### config.mk
export PLATFORM = sky130hd
export DESIGN_NAME = recoveryTop
export DESIGN_NICKNAME = d
export VERILOG_FILES = /design/src/recoveryTypes.sv /design/src/coreParams.sv /design/src/trapCsr.sv /design/src/rollbackWalker.sv /design/src/recoveryManager.sv /design/src/recoveryTop.sv
export SDC_FILE = /design/constraint.sdc
export NUM_CORES = 1
export LEC_CHECK = 0
export BUFFER_PORTS_ARGS = -buffer_cell sky130_fd_sc_hd__buf_4
export CAP_MARGIN = 40
export CORE_MARGIN = 2
export CORE_UTILIZATION = 49
export DETAILED_ROUTE_END_ITERATION = 10
export PLACE_DENSITY = 0.75
export SYNTH_ARGS = -nofsm -noshare
export SYNTH_HDL_FRONTEND = slang
export SYNTH_SLANG_ARGS = --single-unit
### constraint.sdc
create_clock -name clock -period 6.9 [get_ports clock]
set_clock_uncertainty 0.15 [all_clocks]
set_input_delay 0.345 -clock clock [delete_from_list [all_inputs] [get_ports clock]]
set_output_delay 0.345 -clock clock [all_outputs]
set_load 0.03 [all_outputs]
### src/recoveryTypes.sv
/*
 * Recovery type definitions.
 * Phase encoding of the recovery sequence, refetch types reported by the
 * register-write and commit stages, and trap cause codes for the trap CSR.
 */
package recoveryTypes;

    // commit -> recover0 -> recover1 -> commit
    typedef enum logic [1:0] {
        phaseCommit   = 2'd0,
        phaseRecover0 = 2'd1,
        phaseRecover1 = 2'd2
    } RecoveryPhase;

    // where fetch resumes after the flush
    typedef enum logic [2:0] {
        // redo the offending instruction
        refetchThisPc       = 3'd0,
        // resume right after it
        refetchNextPc       = 3'd1,
        // supplied pc is already the corrected target
        refetchBranchTarget = 3'd2,
        // trap before the instruction completes
        refetchThisPcToCsr  = 3'd3,
        // trap after completion, e.g. ecall
        refetchNextPcToCsr  = 3'd4
    } RefetchType;

    // subset of the machine cause codes
    typedef enum logic [3:0] {
        causeIllegalInsn = 4'd2,
        causeLoadFault   = 4'd5,
        causeStoreFault  = 4'd7,
        causeEcall       = 4'd11,
        // not a real cause, selects the return path
        causeMret        = 4'd15
    } TrapCause;

endpackage

### src/coreParams.sv
/*
 * Core parameters.
 * Address and active-list widths, instruction size, the trap vector
 * after reset and the per-cycle rates of the rollback walkers.
 */
package coreParams;

    // pc and data address width
    localparam int addrWidth = 32;

    // active list has 64 entries, pointers wrap
    localparam int indexWidth = 6;

    // pc step for next-pc refetch
    localparam int insnBytes = 4;

    // trap vector value out of reset
    localparam logic [addrWidth-1:0] resetTrapVector = 32'h0000_0100;

    // rename map table walker rate
    localparam int rmtEntriesPerCycle = 2;

    // issue queue return walker rate
    localparam int iqEntriesPerCycle = 4;

endpackage

### src/trapCsr.sv
/*
 * Trap CSR block.
 * Holds the trap vector and the saved exception pc, cause and fault value.
 * Answers a trap request with the redirect target in the same cycle and
 * records the trap state at the end of that cycle, except on a return.
 */
`timescale 1ns/1ps

module trapCsr (
    input  logic                               clock,
    input  logic                               rst,
    input  logic                               trapTrigger,
    input  recoveryTypes::TrapCause            trapCause,
    input  logic [coreParams::addrWidth-1:0]   trapPc,
    input  logic [coreParams::addrWidth-1:0]   trapValue,
    input  logic                               csrWriteEn,
    input  logic [coreParams::addrWidth-1:0]   csrWriteData,
    output logic [coreParams::addrWidth-1:0]   trapTarget,
    output logic [coreParams::addrWidth-1:0]   savedPc,
    output recoveryTypes::TrapCause            savedCause,
    output logic [coreParams::addrWidth-1:0]   savedValue
);
    import recoveryTypes::*;
    import coreParams::*;

    logic [addrWidth-1:0] trapVector;
    logic                 isReturn;

    assign isReturn = (trapCause == causeMret);

    // return goes back to the saved pc, everything else to the vector
    assign trapTarget = isReturn ? savedPc : trapVector;

    always_ff @(posedge clock) begin
        if (rst) begin
            trapVector <= resetTrapVector;
        end else if (csrWriteEn) begin
            // vector is word aligned
            trapVector <= {csrWriteData[addrWidth-1:2], 2'b00};
        end
    end

    always_ff @(posedge clock) begin
        if (rst) begin
            savedPc    <= '0;
            savedCause <= causeIllegalInsn;
            savedValue <= '0;
        end else if (trapTrigger && !isReturn) begin
            savedPc    <= trapPc;
            savedCause <= trapCause;
            savedValue <= trapValue;
        end
    end

endmodule

### src/rollbackWalker.sv
/*
 * Rollback walker.
 * Loads the length of a wrapped active-list range on start and walks it
 * down by a fixed number of entries per cycle. Busy while entries remain.
 */
`timescale 1ns/1ps

module rollbackWalker #(
    parameter int entriesPerCycle = 1
) (
    input  logic                                clock,
    input  logic                                rst,
    input  logic                                start,
    input  logic [coreParams::indexWidth-1:0]   rangeHead,
    input  logic [coreParams::indexWidth-1:0]   rangeTail,
    output logic                                busy
);
    import coreParams::*;

    logic [indexWidth-1:0] rangeLength;
    logic [indexWidth-1:0] remaining;

    // modulo 64 by truncation
    assign rangeLength = rangeTail - rangeHead;

    always_ff @(posedge clock) begin
        if (rst) begin
            remaining <= '0;
        end else if (start) begin
            remaining <= rangeLength;
        end else if (int'(remaining) > entriesPerCycle) begin
            remaining <= remaining - indexWidth'(entriesPerCycle);
        end else begin
            // last partial step
            remaining <= '0;
        end
    end

    assign busy = (remaining != '0);

endmodule

### src/recoveryManager.sv
/*
 * Recovery manager.
 * Registers exception and misprediction requests from the register-write
 * and commit stages and steps the commit, recover-0, recover-1 sequence.
 * Selects the refetch pc, drives the trap CSR in recover-0, computes the
 * flush range and waits on the walkers before returning to commit.
 */
`timescale 1ns/1ps

module recoveryManager (
    input  logic                                clock,
    input  logic                                rst,
    input  logic                                exceptionCommit,
    input  logic                                exceptionRw,
    input  recoveryTypes::RefetchType           refetchTypeCommit,
    input  recoveryTypes::RefetchType           refetchTypeRw,
    input  logic [coreParams::addrWidth-1:0]    pcCommit,
    input  logic [coreParams::addrWidth-1:0]    pcRw,
    input  recoveryTypes::TrapCause             trapCause,
    input  logic [coreParams::addrWidth-1:0]    faultAddr,
    input  logic [coreParams::indexWidth-1:0]   exceptionOpPtr,
    input  logic [coreParams::indexWidth-1:0]   flushTailPtr,
    input  logic                                rmtBusy,
    input  logic                                iqBusy,
    input  logic [coreParams::addrWidth-1:0]    trapTarget,
    output logic                                trapTrigger,
    output recoveryTypes::TrapCause             trapCauseOut,
    output logic [coreParams::addrWidth-1:0]    trapPc,
    output logic [coreParams::addrWidth-1:0]    trapValue,
    output recoveryTypes::RecoveryPhase         phase,
    output logic                                toRecoveryPhase,
    output logic                                toCommitPhase,
    output logic                                recoveryFromRw,
    output logic [coreParams::addrWidth-1:0]    recoveredPc,
    output logic [coreParams::indexWidth-1:0]   flushHeadPtr,
    output logic [coreParams::indexWidth-1:0]   flushTailPtrOut,
    output logic                                unableToStartRecovery
);
    import recoveryTypes::*;
    import coreParams::*;

    // everything captured at the request edge
    typedef struct packed {
        RecoveryPhase          phase;
        logic                  fromCommit;
        logic                  recoveryFromRw;
        RefetchType            refetchType;
        logic [addrWidth-1:0]  pcCommit;
        logic [addrWidth-1:0]  pcRw;
        TrapCause              trapCause;
        logic [addrWidth-1:0]  faultAddr;
        logic [indexWidth-1:0] flushHead;
        logic [indexWidth-1:0] flushTail;
    } ManagerState;

    ManagerState state;
    ManagerState nextState;

    logic                 requestSeen;
    RefetchType           requestType;
    logic                 refetchFromCsr;
    logic                 walkersBusy;
    logic [addrWidth-1:0] requestPc;

    always_ff @(posedge clock) begin
        if (rst) begin
            state.phase          <= phaseCommit;
            state.fromCommit     <= 1'b0;
            state.recoveryFromRw <= 1'b0;
            state.refetchType    <= refetchThisPc;
            state.flushHead      <= '0;
            state.flushTail      <= '0;
        end else begin
            state <= nextState;
        end
    end

    assign requestSeen = exceptionCommit || exceptionRw;
    assign walkersBusy = rmtBusy || iqBusy;

    // commit stage wins when both report in the same cycle
    assign requestType = exceptionCommit ? refetchTypeCommit : refetchTypeRw;

    always_comb begin
        nextState = state;
        case (state.phase)
            phaseCommit: begin
                if (requestSeen) begin
                    nextState.phase          = phaseRecover0;
                    nextState.fromCommit     = exceptionCommit;
                    nextState.recoveryFromRw = exceptionRw;
                    nextState.refetchType    = requestType;
                    nextState.pcCommit       = pcCommit;
                    nextState.pcRw           = pcRw;
                    nextState.trapCause      = trapCause;
                    nextState.faultAddr      = faultAddr;
                    // this-pc types flush the faulting op too
                    if (requestType inside {refetchThisPc, refetchThisPcToCsr}) begin
                        nextState.flushHead = exceptionOpPtr;
                    end else begin
                        nextState.flushHead = exceptionOpPtr + 1'b1;
                    end
                    nextState.flushTail = flushTailPtr;
                end
            end
            phaseRecover0: nextState.phase = phaseRecover1;
            default: begin
                if (toCommitPhase) begin
                    nextState.phase = phaseCommit;
                end
            end
        endcase
    end

    assign refetchFromCsr = state.refetchType inside {refetchThisPcToCsr, refetchNextPcToCsr};

    // trap requests only come from the commit stage
    assign trapTrigger  = (state.phase == phaseRecover0) && refetchFromCsr;
    assign trapCauseOut = state.trapCause;
    assign trapPc       = state.pcCommit;
    assign trapValue    = state.faultAddr;

    assign requestPc = state.fromCommit ? state.pcCommit : state.pcRw;

    // refetch pc is only meaningful in recover0
    always_comb begin
        recoveredPc = '0;
        if (state.phase == phaseRecover0) begin
            if (refetchFromCsr) begin
                recoveredPc = trapTarget;
            end else if (state.refetchType == refetchNextPc) begin
                recoveredPc = requestPc + addrWidth'(insnBytes);
            end else begin
                recoveredPc = requestPc;
            end
        end
    end

    assign phase           = state.phase;
    assign toRecoveryPhase = (state.phase == phaseRecover0);
    assign toCommitPhase   = (state.phase == phaseRecover1) && !walkersBusy;
    assign recoveryFromRw  = state.recoveryFromRw;
    assign flushHeadPtr    = state.flushHead;
    assign flushTailPtrOut = state.flushTail;

    assign unableToStartRecovery = (state.phase != phaseCommit) || walkersBusy;

endmodule

### src/recoveryTop.sv
/*
 * Recovery subsystem top.
 * Ties the recovery manager to the trap CSR block and to the rename map
 * and issue queue rollback walkers that run side by side in recover-1.
 */
`timescale 1ns/1ps

module recoveryTop (
    input  logic                                clock,
    input  logic                                rst,
    input  logic                                exceptionCommit,
    input  logic                                exceptionRw,
    input  recoveryTypes::RefetchType           refetchTypeCommit,
    input  recoveryTypes::RefetchType           refetchTypeRw,
    input  logic [coreParams::addrWidth-1:0]    pcCommit,
    input  logic [coreParams::addrWidth-1:0]    pcRw,
    input  recoveryTypes::TrapCause             trapCause,
    input  logic [coreParams::addrWidth-1:0]    faultAddr,
    input  logic [coreParams::indexWidth-1:0]   exceptionOpPtr,
    input  logic [coreParams::indexWidth-1:0]   flushTailPtr,
    input  logic                                csrWriteEn,
    input  logic [coreParams::addrWidth-1:0]    csrWriteData,
    output recoveryTypes::RecoveryPhase         phase,
    output logic                                toRecoveryPhase,
    output logic                                toCommitPhase,
    output logic                                recoveryFromRw,
    output logic [coreParams::addrWidth-1:0]    recoveredPc,
    output logic [coreParams::indexWidth-1:0]   flushHeadPtr,
    output logic [coreParams::indexWidth-1:0]   flushTailPtrOut,
    output logic                                unableToStartRecovery,
    output logic [coreParams::addrWidth-1:0]    savedPc,
    output recoveryTypes::TrapCause             savedCause,
    output logic [coreParams::addrWidth-1:0]    savedValue
);
    import recoveryTypes::*;
    import coreParams::*;

    logic                 rmtBusy;
    logic                 iqBusy;
    logic                 trapTrigger;
    TrapCause             trapCauseOut;
    logic [addrWidth-1:0] trapPc;
    logic [addrWidth-1:0] trapValue;
    logic [addrWidth-1:0] trapTarget;

    recoveryManager manager (.*);

    trapCsr csr (
        .clock(clock), .rst(rst), .trapTrigger(trapTrigger), .trapCause(trapCauseOut),
        .trapPc(trapPc), .trapValue(trapValue), .csrWriteEn(csrWriteEn),
        .csrWriteData(csrWriteData), .trapTarget(trapTarget), .savedPc(savedPc),
        .savedCause(savedCause), .savedValue(savedValue)
    );

    // both walkers start on the recover0 pulse over the same range
    rollbackWalker #(.entriesPerCycle(rmtEntriesPerCycle)) rmtWalker (
        .clock(clock), .rst(rst), .start(toRecoveryPhase),
        .rangeHead(flushHeadPtr), .rangeTail(flushTailPtrOut), .busy(rmtBusy)
    );

    rollbackWalker #(.entriesPerCycle(iqEntriesPerCycle)) iqWalker (
        .clock(clock), .rst(rst), .start(toRecoveryPhase),
        .rangeHead(flushHeadPtr), .rangeTail(flushTailPtrOut), .busy(iqBusy)
    );

endmodule

* Word level (Yosys, flattened, before mapping)
Index checks and enable logic that the tools add are counted.
** Storage, ports and cells
- Flip-flop bits (word level) :: 229
- Bits of input ports :: 155
- Word-level logic and storage cells :: 65
- Output and inout bits :: 118
** Cells by class
- Multiplexer cells :: 14
- Equal/unequal tests :: 8
- Bitwise operators :: 1
- Magnitude comparators :: 2
- Reductions and logical operators :: 19
- Add/sub/neg operators :: 5
** Operators by type and width (number)
- 32-bit 2-to-1 mux :: 5
- 119-bit 2-to-1 mux :: 1
- 32-bit by 3-bit adder with 32-bit output (second input constant) :: 1
- 6-bit 2-to-1 mux :: 5
- 6-bit nonzero test :: 2
- 6-bit by 1-bit adder with 6-bit output (second input constant) :: 1
- 3-bit by 2-bit == test with 1-bit output (second input constant) :: 2
- 6-bit by 2-bit > comparator with 1-bit output (second input constant) :: 1
- 6-bit by 3-bit > comparator with 1-bit output (second input constant) :: 1
- 2-bit nonzero test :: 3
- 6-bit by 2-bit subtractor with 6-bit output (second input constant) :: 1
- 6-bit by 3-bit subtractor with 6-bit output (second input constant) :: 1
- 6-bit subtractor :: 1
- 4-bit == test (second input constant) :: 1
- 2-bit case mux with 2 select lines :: 1
- 2-bit AND reduction :: 2
- 3-bit by 1-bit == test with 1-bit output (second input constant) :: 1
- 3-bit == test (second input constant) :: 1
- 1-bit logical AND :: 3
- 3-bit logical NOT :: 1
- 1-bit logical OR :: 3
- 3-bit 2-to-1 mux :: 1
- 3-bit AND reduction :: 1
- 3-bit nonzero test :: 1
- other kinds (7) :: 8

* Logic depth before layout (Yosys ltp)
Gate-level depths: netlist of the first run.
- Word-level depth :: 6
- Gate-level depth with buffers :: 12
- Depth with buffers taken out :: 10

* Hierarchy
From an unflattened synthesis of the first run, not the netlist that was laid out.
** Second synthesis, totals
- Cell total of the unflattened synthesis :: 1134
- Area, all modules :: 11667.4 µm²
** By module, submodules not included
- recoveryManager :: times used 1, sequential area each 3383.2 µm², area each 6323.6 µm², cells each 560
- trapCsr :: times used 1, sequential area each 1961.9 µm², area each 4292.9 µm², cells each 442
- rollbackWalker at rmtWalker :: times used 1, sequential area each 120.1 µm², area each 526.8 µm², cells each 64
- rollbackWalker at iqWalker :: times used 1, sequential area each 120.1 µm², area each 524.3 µm², cells each 68

* Least setup slack after synthesis of the first run
Ideal clock, no wire load.
- Kind :: input -> register
- From :: in exceptionCommit
- To :: reg manager.state[48] (netlist name), enable pin
- Arrival time :: 5.055 ns
- Path buffers :: 1
- Cell stages on the path :: 3
- Setup slack :: 1.135 ns
- Setup time :: 0.560 ns
- Required time :: 6.190 ns
- Path through :: clkbuf_1 > o21ai_1 > nor2_1
** On the way
- Word-level cells in the longest chain between the ends :: 2
** Ends and longest elaborated chain
- start: declaration :: RTL line recoveryTop.sv:11 : input logic exceptionCommit,
- 1-bit logical OR :: RTL line recoveryManager.sv:78 : assign requestSeen = exceptionCommit || exceptionRw;
- 3-bit AND reduction (no source line)
- end signal: assignment :: RTL line recoveryManager.sv:74 : state <= nextState;
- end: declaration :: RTL line recoveryManager.sv:56 : ManagerState state;
Every way passes these cells.
A chain may end at the register's enable or synchronous reset.

* Worst setup path in the final report of the first run
- From :: reg manager.state[116] (netlist name)
- To :: out recoveredPc[24] (netlist name)
** On the way
- Word-level cells in the longest chain between the ends :: 5
** Ends and longest elaborated chain
- 32-bit 2-to-1 mux * :: RTL line recoveryManager.sv:123 : assign requestPc = state.fromCommit ? state.pcCommit : state.pcRw;
- 32-bit by 3-bit adder with 32-bit output :: RTL line recoveryManager.sv:132 : recoveredPc = requestPc + addrWidth'(insnBytes);
- 32-bit 2-to-1 mux * :: RTL line recoveryManager.sv:131 : end else if (state.refetchType == refetchNextPc) begin
- 32-bit 2-to-1 mux * :: RTL line recoveryManager.sv:129 : if (refetchFromCsr) begin
- 32-bit 2-to-1 mux * :: RTL line recoveryManager.sv:128 : if (state.phase == phaseRecover0) begin
- end: declaration :: RTL line recoveryTop.sv:27 : output logic [coreParams::addrWidth-1:0] recoveredPc,
Mark *: on every way between the ends. The rest lies on a longest branch, timed or not.

==> metrics.md, run 1 <==
| Metric | Value |
|---|---|
| Footprint of the multi-input gates | `4200 µm²` |
| Crit Path Max Fanout | `36` |
| Async SR Flop Fraction | `0%` |
| FF+latch count, synth | `229` |
| Pint | `2.94 mW` |
| RSZ-0062 raised after global routing | `no` |
| Root Driver | `clkbuf_16` |
| DRT Pass-1 Iters | `5` |
| Post-CTS sizing | `0` |
| DP Worst Slack | `3.35 ns` |
| Max-Cap Viols | `0` |
| CP startpoint kind | `flop` |
| HP Class | `in -> reg` |
| Die Width | `148 µm` |
| Placed Instances | `1515` |
| H-tree levels | `1` |
| DR vias | `9323` |
| Die ar. | `22000 µm²` |
| Leakage | `5.81 nW` |
| Slew Limit Headroom | `41.6%` |
| Most common flop cell mapped by yosys | `dfxtp_1` |
| CTS tree | `yes` |
| Sequential power share | `39.6%` |
| Setup crit end kind | `primary output` |
| Max clock buf depth | `3` |
| Layout cell share with drive strength beyond 1 | `23.5%` |
| # DRC | `0` |
| GP Congestion | `0.827` |
| Final period util | `62.0%` |
| Sw frac | `31.9%` |
| Hpwl dp | `19.6 mm` |
| Total Neg Setup Slack | `0 ns` |
| Crit path kind | `reg -> out` |
| Cts bufs inserted | `24` |
| DRT antenna net count | `0` |
| Maximum clock rate | `234 MHz` |
| R2R setup slack | `3.33 ns` |
| Initial Utilization | `50.2%` |
| P_sw | `1.38 mW` |
| Routed wl met2 | `15.0 mm` |
| Wire length per cell | `18.5 µm` |
| Sequential Area | `5590 µm²` |
| Total GRT Usage | `27.8%` |
| Vias/cell | `5.48` |
| Syn_nets | `1203` |
| Max IR drop VDD | `214 µV` |
| First-pass GRT wire length | `48.6 mm` |
| Worst-margin pin slew | `0.876 ns` |
| Combinational power share | `27.9%` |
| Fillers | `1425` |
| Critical Path AT | `3.78 ns` |
| Met1 wire length | `13.0 mm` |
| Yosys cell types | `63` |
| Status | `finished clean` |
| Clk_lat worst skew | `0.51 ns` |
| Mapped cell area | `10200 µm²` |
| Fin nets | `1577` |
| WP data required | `6.40 ns` |
| Post-synth EDFFs | `100` |
| Largest net degree at the start of global routing | `75` |
| P per Cell Area | `296 nW/µm²` |
| Synth warnings | `0` |
| Ports | `273` |
| PortBufs | `270` |
| Row count | `52` |
| Worst-path clk slew | `0.06 ns` |
| Highest routed metal layer | `met4` |
| Post-Layout Cell Count | `1702` |
| # clock sinks | `229` |
| Routed WL | `31.5 mm` |
| Final setup viols | `0` |
| Seq/Total Area, Yosys | `54.8%` |
| Vias in the first global route | `9232` |
| Iter 0 DRT Violations | `619` |
| Die Y | `148 µm` |
| Initial antenna violation count | `3` |
| Final worst setup slack | `2.62 ns` |
| Area Overhead vs Synth | `43.2%` |
| Max Slew Vio Count | `0` |
| Clock Power Share | `32.5%` |
| Avg Inst Size Synth | `9.83 µm²` |
| Synth Instances | `1037` |
| Core area | `20300 µm²` |
| Total global routing overflow | `0` |
| Minimum clock period | `4.28 ns` |
| Hold Violations, Final | `0` |
| Met3 WL post-DR | `2.13 mm` |
| Post CTS Setup Buffer Count | `0` |
[cell usage after synthesis (all sizes together), types with 12 or more instances]
library cell	n	share of area [%]
nand3	32	1.6
dfxtp	129	25
xnor2	22	1.9
nand4	15	0.98
xor2	13	1.1
a211oi	12	0.88
clkbuf	43	1.6
o21ai	12	0.59
buf	33	2.1
inv	15	0.55
a21oi	119	5.8
nand2	219	8.1
nor2	71	2.6
mux2i	61	6.0
edfxtp	100	29
[per-stage QoR]
step / cell area (µm²) / power [mW] / utilization, % / hold slack (ns)
floorplan: 10200 / 2.49 / - / 0.287
global placement: 12300 / 2.83 / 60.6 / 0.292
detailed placement: 12300 / 2.86 / 60.7 / 0.297
CTS: 14600 / 4.32 / 71.9 / 0.00614
global route: 14600 / 4.50 / 71.9 / 0.0238
finish: 14600 / 4.32 / 71.9 / 0.0327
[layout make-up]
class                      count  area share (%)
antenna                        3          0.0514
clock buffer                  35            4.96
clock inverter                 9           0.977
inverter                      15           0.386
multi-input combinational    717            28.8
sequential                   229            38.3
tap                          270            2.31
timing repair buffer         424            24.3
[power by group through the flow]
| stage | clock network [mW] | logic, mW | registers [mW] |
|---|---|---|---|
| final | 1.40 | 1.20 | 1.71 |
| after global routing | 1.48 | 1.30 | 1.73 |
| after CTS | 1.42 | 1.19 | 1.71 |
| after detailed placement | 0 | 1.12 | 1.74 |
| after global placement | 0 | 1.09 | 1.74 |
| after floorplan | 0 | 0.734 | 1.75 |
[timing repair]
item / CTS / global route
hold endpoints to repair: 140 / 0
setup endpoints to repair: 0 / 0
hold buffers: 140 / 0
[sequential cells by signal, summed over array words and instances (netlist names)]
register / cells
manager.trapPc: 32
manager.trapValue: 32
csr.savedPc: 32
manager.recoveryFromRw: 1
manager.flushHeadPtr: 6
csr.savedValue: 32
manager.state: 36
csr.savedCause: 4
iqWalker.remaining: 6
manager.flushTailPtrOut: 6
manager.trapCauseOut: 4
manager.phase: 2
csr.trapVector: 30
rmtWalker.remaining: 6
[layout by cell type, fill, tap and decap left out, drive strengths merged, types with 7 or more instances in the layout]
cell type      n
a211oi        12
a21oi        119
a221oi        10
and3           7
buf          283
clkbuf        35
dfxtp        129
dlygate4sd3  140
edfxtp       100
ha            10
inv           15
mux2i         61
nand2        219
nand2b         8
nand3         32
nand3b        11
nand4         15
nor2          71
nor2b          7
nor3           8
o21ai         12
xnor2         22
xor2          13
[critical path, stage by stage (launching register included)]
cell,delay (ns)
dfxtp_2,0.47
buf_12,0.24
mux2_4,0.22
ha_1,0.14
nand4bb_1,0.22
a21oi_1,0.41
nand3_1,0.29
o311a_1,0.40
a2111oi_0,0.59
buf_4,0.29
[cell families after synthesis]
logic type                 share of synthesized area, %
and+or+nand+nor                                    17.9
xor gates and xnor gates                           3.01
DFF                                                54.8
AOI/OAI and AO/OA                                  12.2
buffers and inverters                              4.26
adders and majority gates                          1.42
muxes                                              6.47
[final timing paths]
kind	from	endpoint	cells after the start
setup / recovery	manager.state[116]	recoveredPc[24]	9
setup reg to reg	manager.state[114]	csr.savedValue[2]	7
hold reg to reg	csr.savedValue[24]	csr.savedValue[24]	2
hold / removal	exceptionOpPtr[5]	manager.flushHeadPtr[5]	3
[routing by layer]
layer,track usage (%),vias up
met5,0,-
met4,12.8,0
met3,4.23,101
met2,45.7,449
met1,36.4,4347
li1,-,4426
(Power assumes the default switching activity.)
==> run 2: changes to the inputs <==
--- a/config.mk
+++ b/config.mk
@@ -5,12 +5,13 @@
 export SDC_FILE = /design/constraint.sdc
 export NUM_CORES = 1
 export LEC_CHECK = 0
+export ABC_AREA = 1
 export BUFFER_PORTS_ARGS = -buffer_cell sky130_fd_sc_hd__buf_4
 export CAP_MARGIN = 40
 export CORE_MARGIN = 2
-export CORE_UTILIZATION = 49
+export CORE_UTILIZATION = 48
 export DETAILED_ROUTE_END_ITERATION = 10
-export PLACE_DENSITY = 0.75
+export PLACE_DENSITY = 0.76
 export SYNTH_ARGS = -nofsm -noshare
 export SYNTH_HDL_FRONTEND = slang
 export SYNTH_SLANG_ARGS = --single-unit
==> constraint.sdc (replaced) <==
create_clock -name clock -period 3.5 [get_ports clock]
set_clock_uncertainty 0.15 [all_clocks]
set_input_delay 0.175 -clock clock [delete_from_list [all_inputs] [get_ports clock]]
set_output_delay 0.175 -clock clock [all_outputs]
set_load 0.03 [all_outputs]
==> run 2 against run 1 <==
Effect of this change: worst setup slack lost 2.3 ns; combinational power grew 140%; hold slack got worse by 0.019 ns; sequential share of layout area fell by 1.1 points; count of clock-buffer cells in the layout increased by 3; register-to-register slack lost 2.4 ns; sequential power grew 96%; first-iteration DRC count up 6.3%; flip-flop and latch count did not move; synthesized cell count is 20% higher; total power is 110% higher; largest cell class unchanged; largest power group unchanged.
==> metrics.md, run 2 <==
| Metric | Value |
|---|---|
| Status | `finished clean` |
| Layout cell share with drive strength beyond 1 | `23.3% (-0.24 points)` |
| Minimum clock period | `3.15 ns` |
| Row count | `54 (+3.8%)` |
| Design area | `15100 µm² (+3.1%)` |
| Max IR drop VDD | `398 µV (+86%)` |
| Hold Violations, Final | `0 (unchanged)` |
| Initial antenna violation count | `1 (-2)` |
| Final period util | `90.1%` |
| Max FFs per register | `36 (unchanged)` |
| Post-synth EDFFs | `100 (unchanged)` |
| Die Width | `152 µm (+2.3%)` |
| Initial Utilization | `48.4% (-1.8 points)` |
| Yosys cell types | `48 (-24%)` |
| Iter 0 DRT Violations | `658 (+6.3%)` |
| Final setup viols | `0 (unchanged)` |
| R2R setup slack | `0.92 ns (-2.41 ns)` |
| Hpwl dp | `21.0 mm (+7.3%)` |
| Max-Cap Viols | `0 (unchanged)` |
| Worst-path clk slew | `0.06 ns (about the same)` |
| WP data required | `3.17 ns (-3.23 ns)` |
| GP Congestion | `0.891 (+7.8%)` |
| Fillers | `1553 (+9.0%)` |
| Critical Path AT | `2.83 ns (-0.95 ns)` |
| Seq/Total Area, Yosys | `53.3% (-1.4 points)` |
| Hold Startpoint | `csrWriteEn` |
| Total global routing overflow | `0 (unchanged)` |
| Crit path kind | `reg -> out` |
| Maximum clock rate | `317 MHz` |
| Leakage | `6.56 nW (+13%)` |
| Placed Instances | `1737 (+15%)` |
| R2r endpoint | `csr.savedValue[17]` |
| Async SR Flop Fraction | `0% (unchanged)` |
| Area Overhead vs Synth | `43.8%` |
| CP startpoint kind | `flop` |
| # clock sinks | `229 (unchanged)` |
| Cell class contributing the biggest share of worst-path delay | `simple AND/OR/NAND/NOR gates` |
| Vias/cell | `5.31 (-3.0%)` |
| Commonest non-fill, non-tap cell in the layout | `buf_4` |
| Largest cells by area after synthesis | `edfxtp_1 29%, dfxtp_1 25%, nand2_1 9.4%` |
| DRT Pass-1 Iters | `5 (unchanged)` |
| Hold Path Sink | `csr.trapVector[5]` |
| Ports | `273 (unchanged)` |
| Synth Instances | `1243 (+20%)` |
| Total GRT Usage | `29.1% (+1.3 points)` |
| Wire length per cell | `17.8 µm (-4.1%)` |
| Worst hold stages | `3 (unchanged)` |
| First-pass GRT wire length | `52.2 mm (+7.4%)` |
| CP peak stage delay | `0.42 ns (-0.17 ns)` |
| P per Cell Area | `592 nW/µm² (+100%)` |
| Synth top area share | `28.7% (-0.77 points)` |
| Die Y | `152 µm (+2.3%)` |
| Crit Path Max Fanout | `25 (-31%)` |
| Mapped cell area | `10500 µm² (+2.7%)` |
| RSZ-0062 raised after global routing | `no` |
| Post-Layout Cell Count | `1944 (+14%)` |
| Final worst setup slack | `0.348 ns (-2.27 ns)` |
| CP bufs+invs | `4 (+2)` |
| # DRC | `0 (unchanged)` |
| Total Neg Setup Slack | `0 ns (unchanged)` |
| Tot Pwr | `8.91 mW (+110%)` |
| Clk_lat worst skew | `0.53 ns (+0.02 ns)` |
| Core area | `21600 µm² (+6.5%)` |
| Worst-margin pin slew | `0.731 ns (-0.145 ns)` |
| Slew Limit Headroom | `51.3% (+9.7 points)` |
| HP Class | `in -> reg` |
| Fin nets | `1810 (+15%)` |
| DR vias | `10.3k (+11%)` |
| Largest reg by FF count | `manager.state` |
| Most common flop cell mapped by yosys | `dfxtp_1` |
| Crit path top cell by count | `nand2_1` |
| Cts bufs inserted | `25 (+4.2%)` |
| Vias in the first global route | `10.2k (+10%)` |
| DRT antenna net count | `0 (unchanged)` |
| Die ar. | `23000 µm² (+4.7%)` |
| Syn_nets | `1409 (+17%)` |
| Routed WL | `34.5 mm (+9.5%)` |
| DP Worst Slack | `0.718 ns (-2.63 ns)` |
| H-tree levels | `1 (unchanged)` |
| Setup crit end kind | `primary output` |
| Root Driver | `clkbuf_16` |
| Synth warnings | `0 (unchanged)` |
| Worst-case reg-to-reg path depth | `8 (+1)` |
| Synth top cells by count | `262 x nand2_1, 140 x inv_1, 129 x dfxtp_1` |
| CTS tree | `yes` |
| FF-to-FF Start | `manager.phase[0]` |
| Max clock buf depth | `3 (unchanged)` |
| FF+latch count, synth | `229 (unchanged)` |
| Max Slew Vio Count | `0 (unchanged)` |
| Slowest stage cell, crit path | `dfxtp_4` |
| Placed Area | `12600 µm² (+2.3%)` |
| Most frequent cells in the layout | `281 x buf_4, 261 x nand2_1, 160 x dlygate4sd3_1` |
| Largest net degree at the start of global routing | `62 (-17%)` |
| Crit-path cells | `inv_8 -> nand2_1 -> nand2_2 -> ha_1 -> inv_1 -> nor2_1 -> nand4_2 -> nor2_4 -> nand2_1 -> nand2_1 -> nand3_1 -> nand2_1 -> inv_1 -> buf_4` |
| Yosys top cell by area | `edfxtp_1` |
| Most frequent cell after synthesis | `nand2_1` |
| PortBufs | `270 (unchanged)` |
| Avg Inst Size Synth | `8.42 µm² (-14%)` |
==> run 2: cell types whose count changed after synthesis, sizes merged, moves of 8 or more <==
| cell | before | now |
|---|---|---|
| nand3 | 32 | 68 |
| nor2 | 71 | 121 |
| nand2b | 8 | 0 |
| a211oi | 12 | 1 |
| a21oi | 119 | 111 |
| inv | 15 | 146 |
| o211ai | 4 | 18 |
| nand2 | 219 | 284 |
| xnor2 | 22 | 4 |
| nand3b | 11 | 1 |
| o21ai | 12 | 124 |
| mux2i | 61 | 2 |
| a221oi | 10 | 0 |
==> run 2: cells by family after synthesis <==
logic type                 count (synthesis)  synth area share, %
adders and majority gates                 11                 1.39
and+or+nand+nor                          502                 21.1
muxes                                      2                0.191
buffers and inverters                    221                 9.27
xor gates and xnor gates                  11                0.920
AOI/OAI and AO/OA                        267                 13.8
DFF                                      229                 53.3
==> run 2: tightest hold or removal path, delay by kind of cell <==
family | cells | cell delay (ns)
AO/OA/AOI/OAI | 1 | 0.20
buffers and inverters | 1 | 0.23
AND/OR/NAND/NOR | 1 | 0.04
==> run 2: layout make-up <==
| class | count | area [µm²] | area share [%] |
|---|---|---|---|
| sequential | 229 | 5590 | 37.1 |
| multi-input combinational | 793 | 3930 | 26.1 |
| timing repair buffer | 445 | 3780 | 25.1 |
| clock buffer | 38 | 754 | 5.01 |
| inverter | 150 | 571 | 3.79 |
| tap | 280 | 350 | 2.33 |
| clock inverter | 8 | 73.8 | 0.490 |
| antenna | 1 | 2.50 | 0.0166 |
==> run 2: report_power, final <==
part | leakage (nW) | switching (mW) | total (mW) | internal (mW)
clock | 0.413 | 1.10 | 2.66 | 1.56
combinational | 4.15 | 1.86 | 2.89 | 1.03
sequential | 2.00 | 0.190 | 3.36 | 3.17
==> run 2: worst max path at each step <==
stage                  startpoint                      end  slack, ns  depth (start not counted)
2_1_floorplan    manager.phase[1]  manager.flushHeadPtr[1]       0.36                          7
4_1_cts        manager.state[116]          recoveredPc[29]       0.16                         13
3_3_place_gp   manager.state[116]          recoveredPc[29]       0.75                         11
5_1_grt        manager.state[116]          recoveredPc[24]       0.11                         13
6_report       manager.state[116]          recoveredPc[28]       0.35                         14
3_5_place_dp   manager.state[116]          recoveredPc[29]       0.72                         11
==> run 2: repair_timing <==
action	CTS	global route
endpoints found under the setup margin	0	11
resized for setup	0	2
hold endpoints to repair	147	0
hold buffers	160	0
setup buffers	0	0
==> run 2: routing by layer <==
layer  wire [µm]  global-route usage, %  part of all wire, %  up-vias
li1            -                      -                    -     4878
met1       13600                   37.0                   40     4834
met2       16800                   49.9                   49      520
met3        2660                   4.46                  7.7       98
met4        1430                   11.2                  4.1        0
met5           0                      0                    0        -
==> run 2: stage by stage <==
stage,util [%],hold slack [ns]
2_1_floorplan,-,0.124
3_3_place_gp,58.2,0.203
3_5_place_dp,58.3,0.204
4_1_cts,69.6,0.000920
5_1_grt,69.6,0.0232
6_report,69.6,0.0134
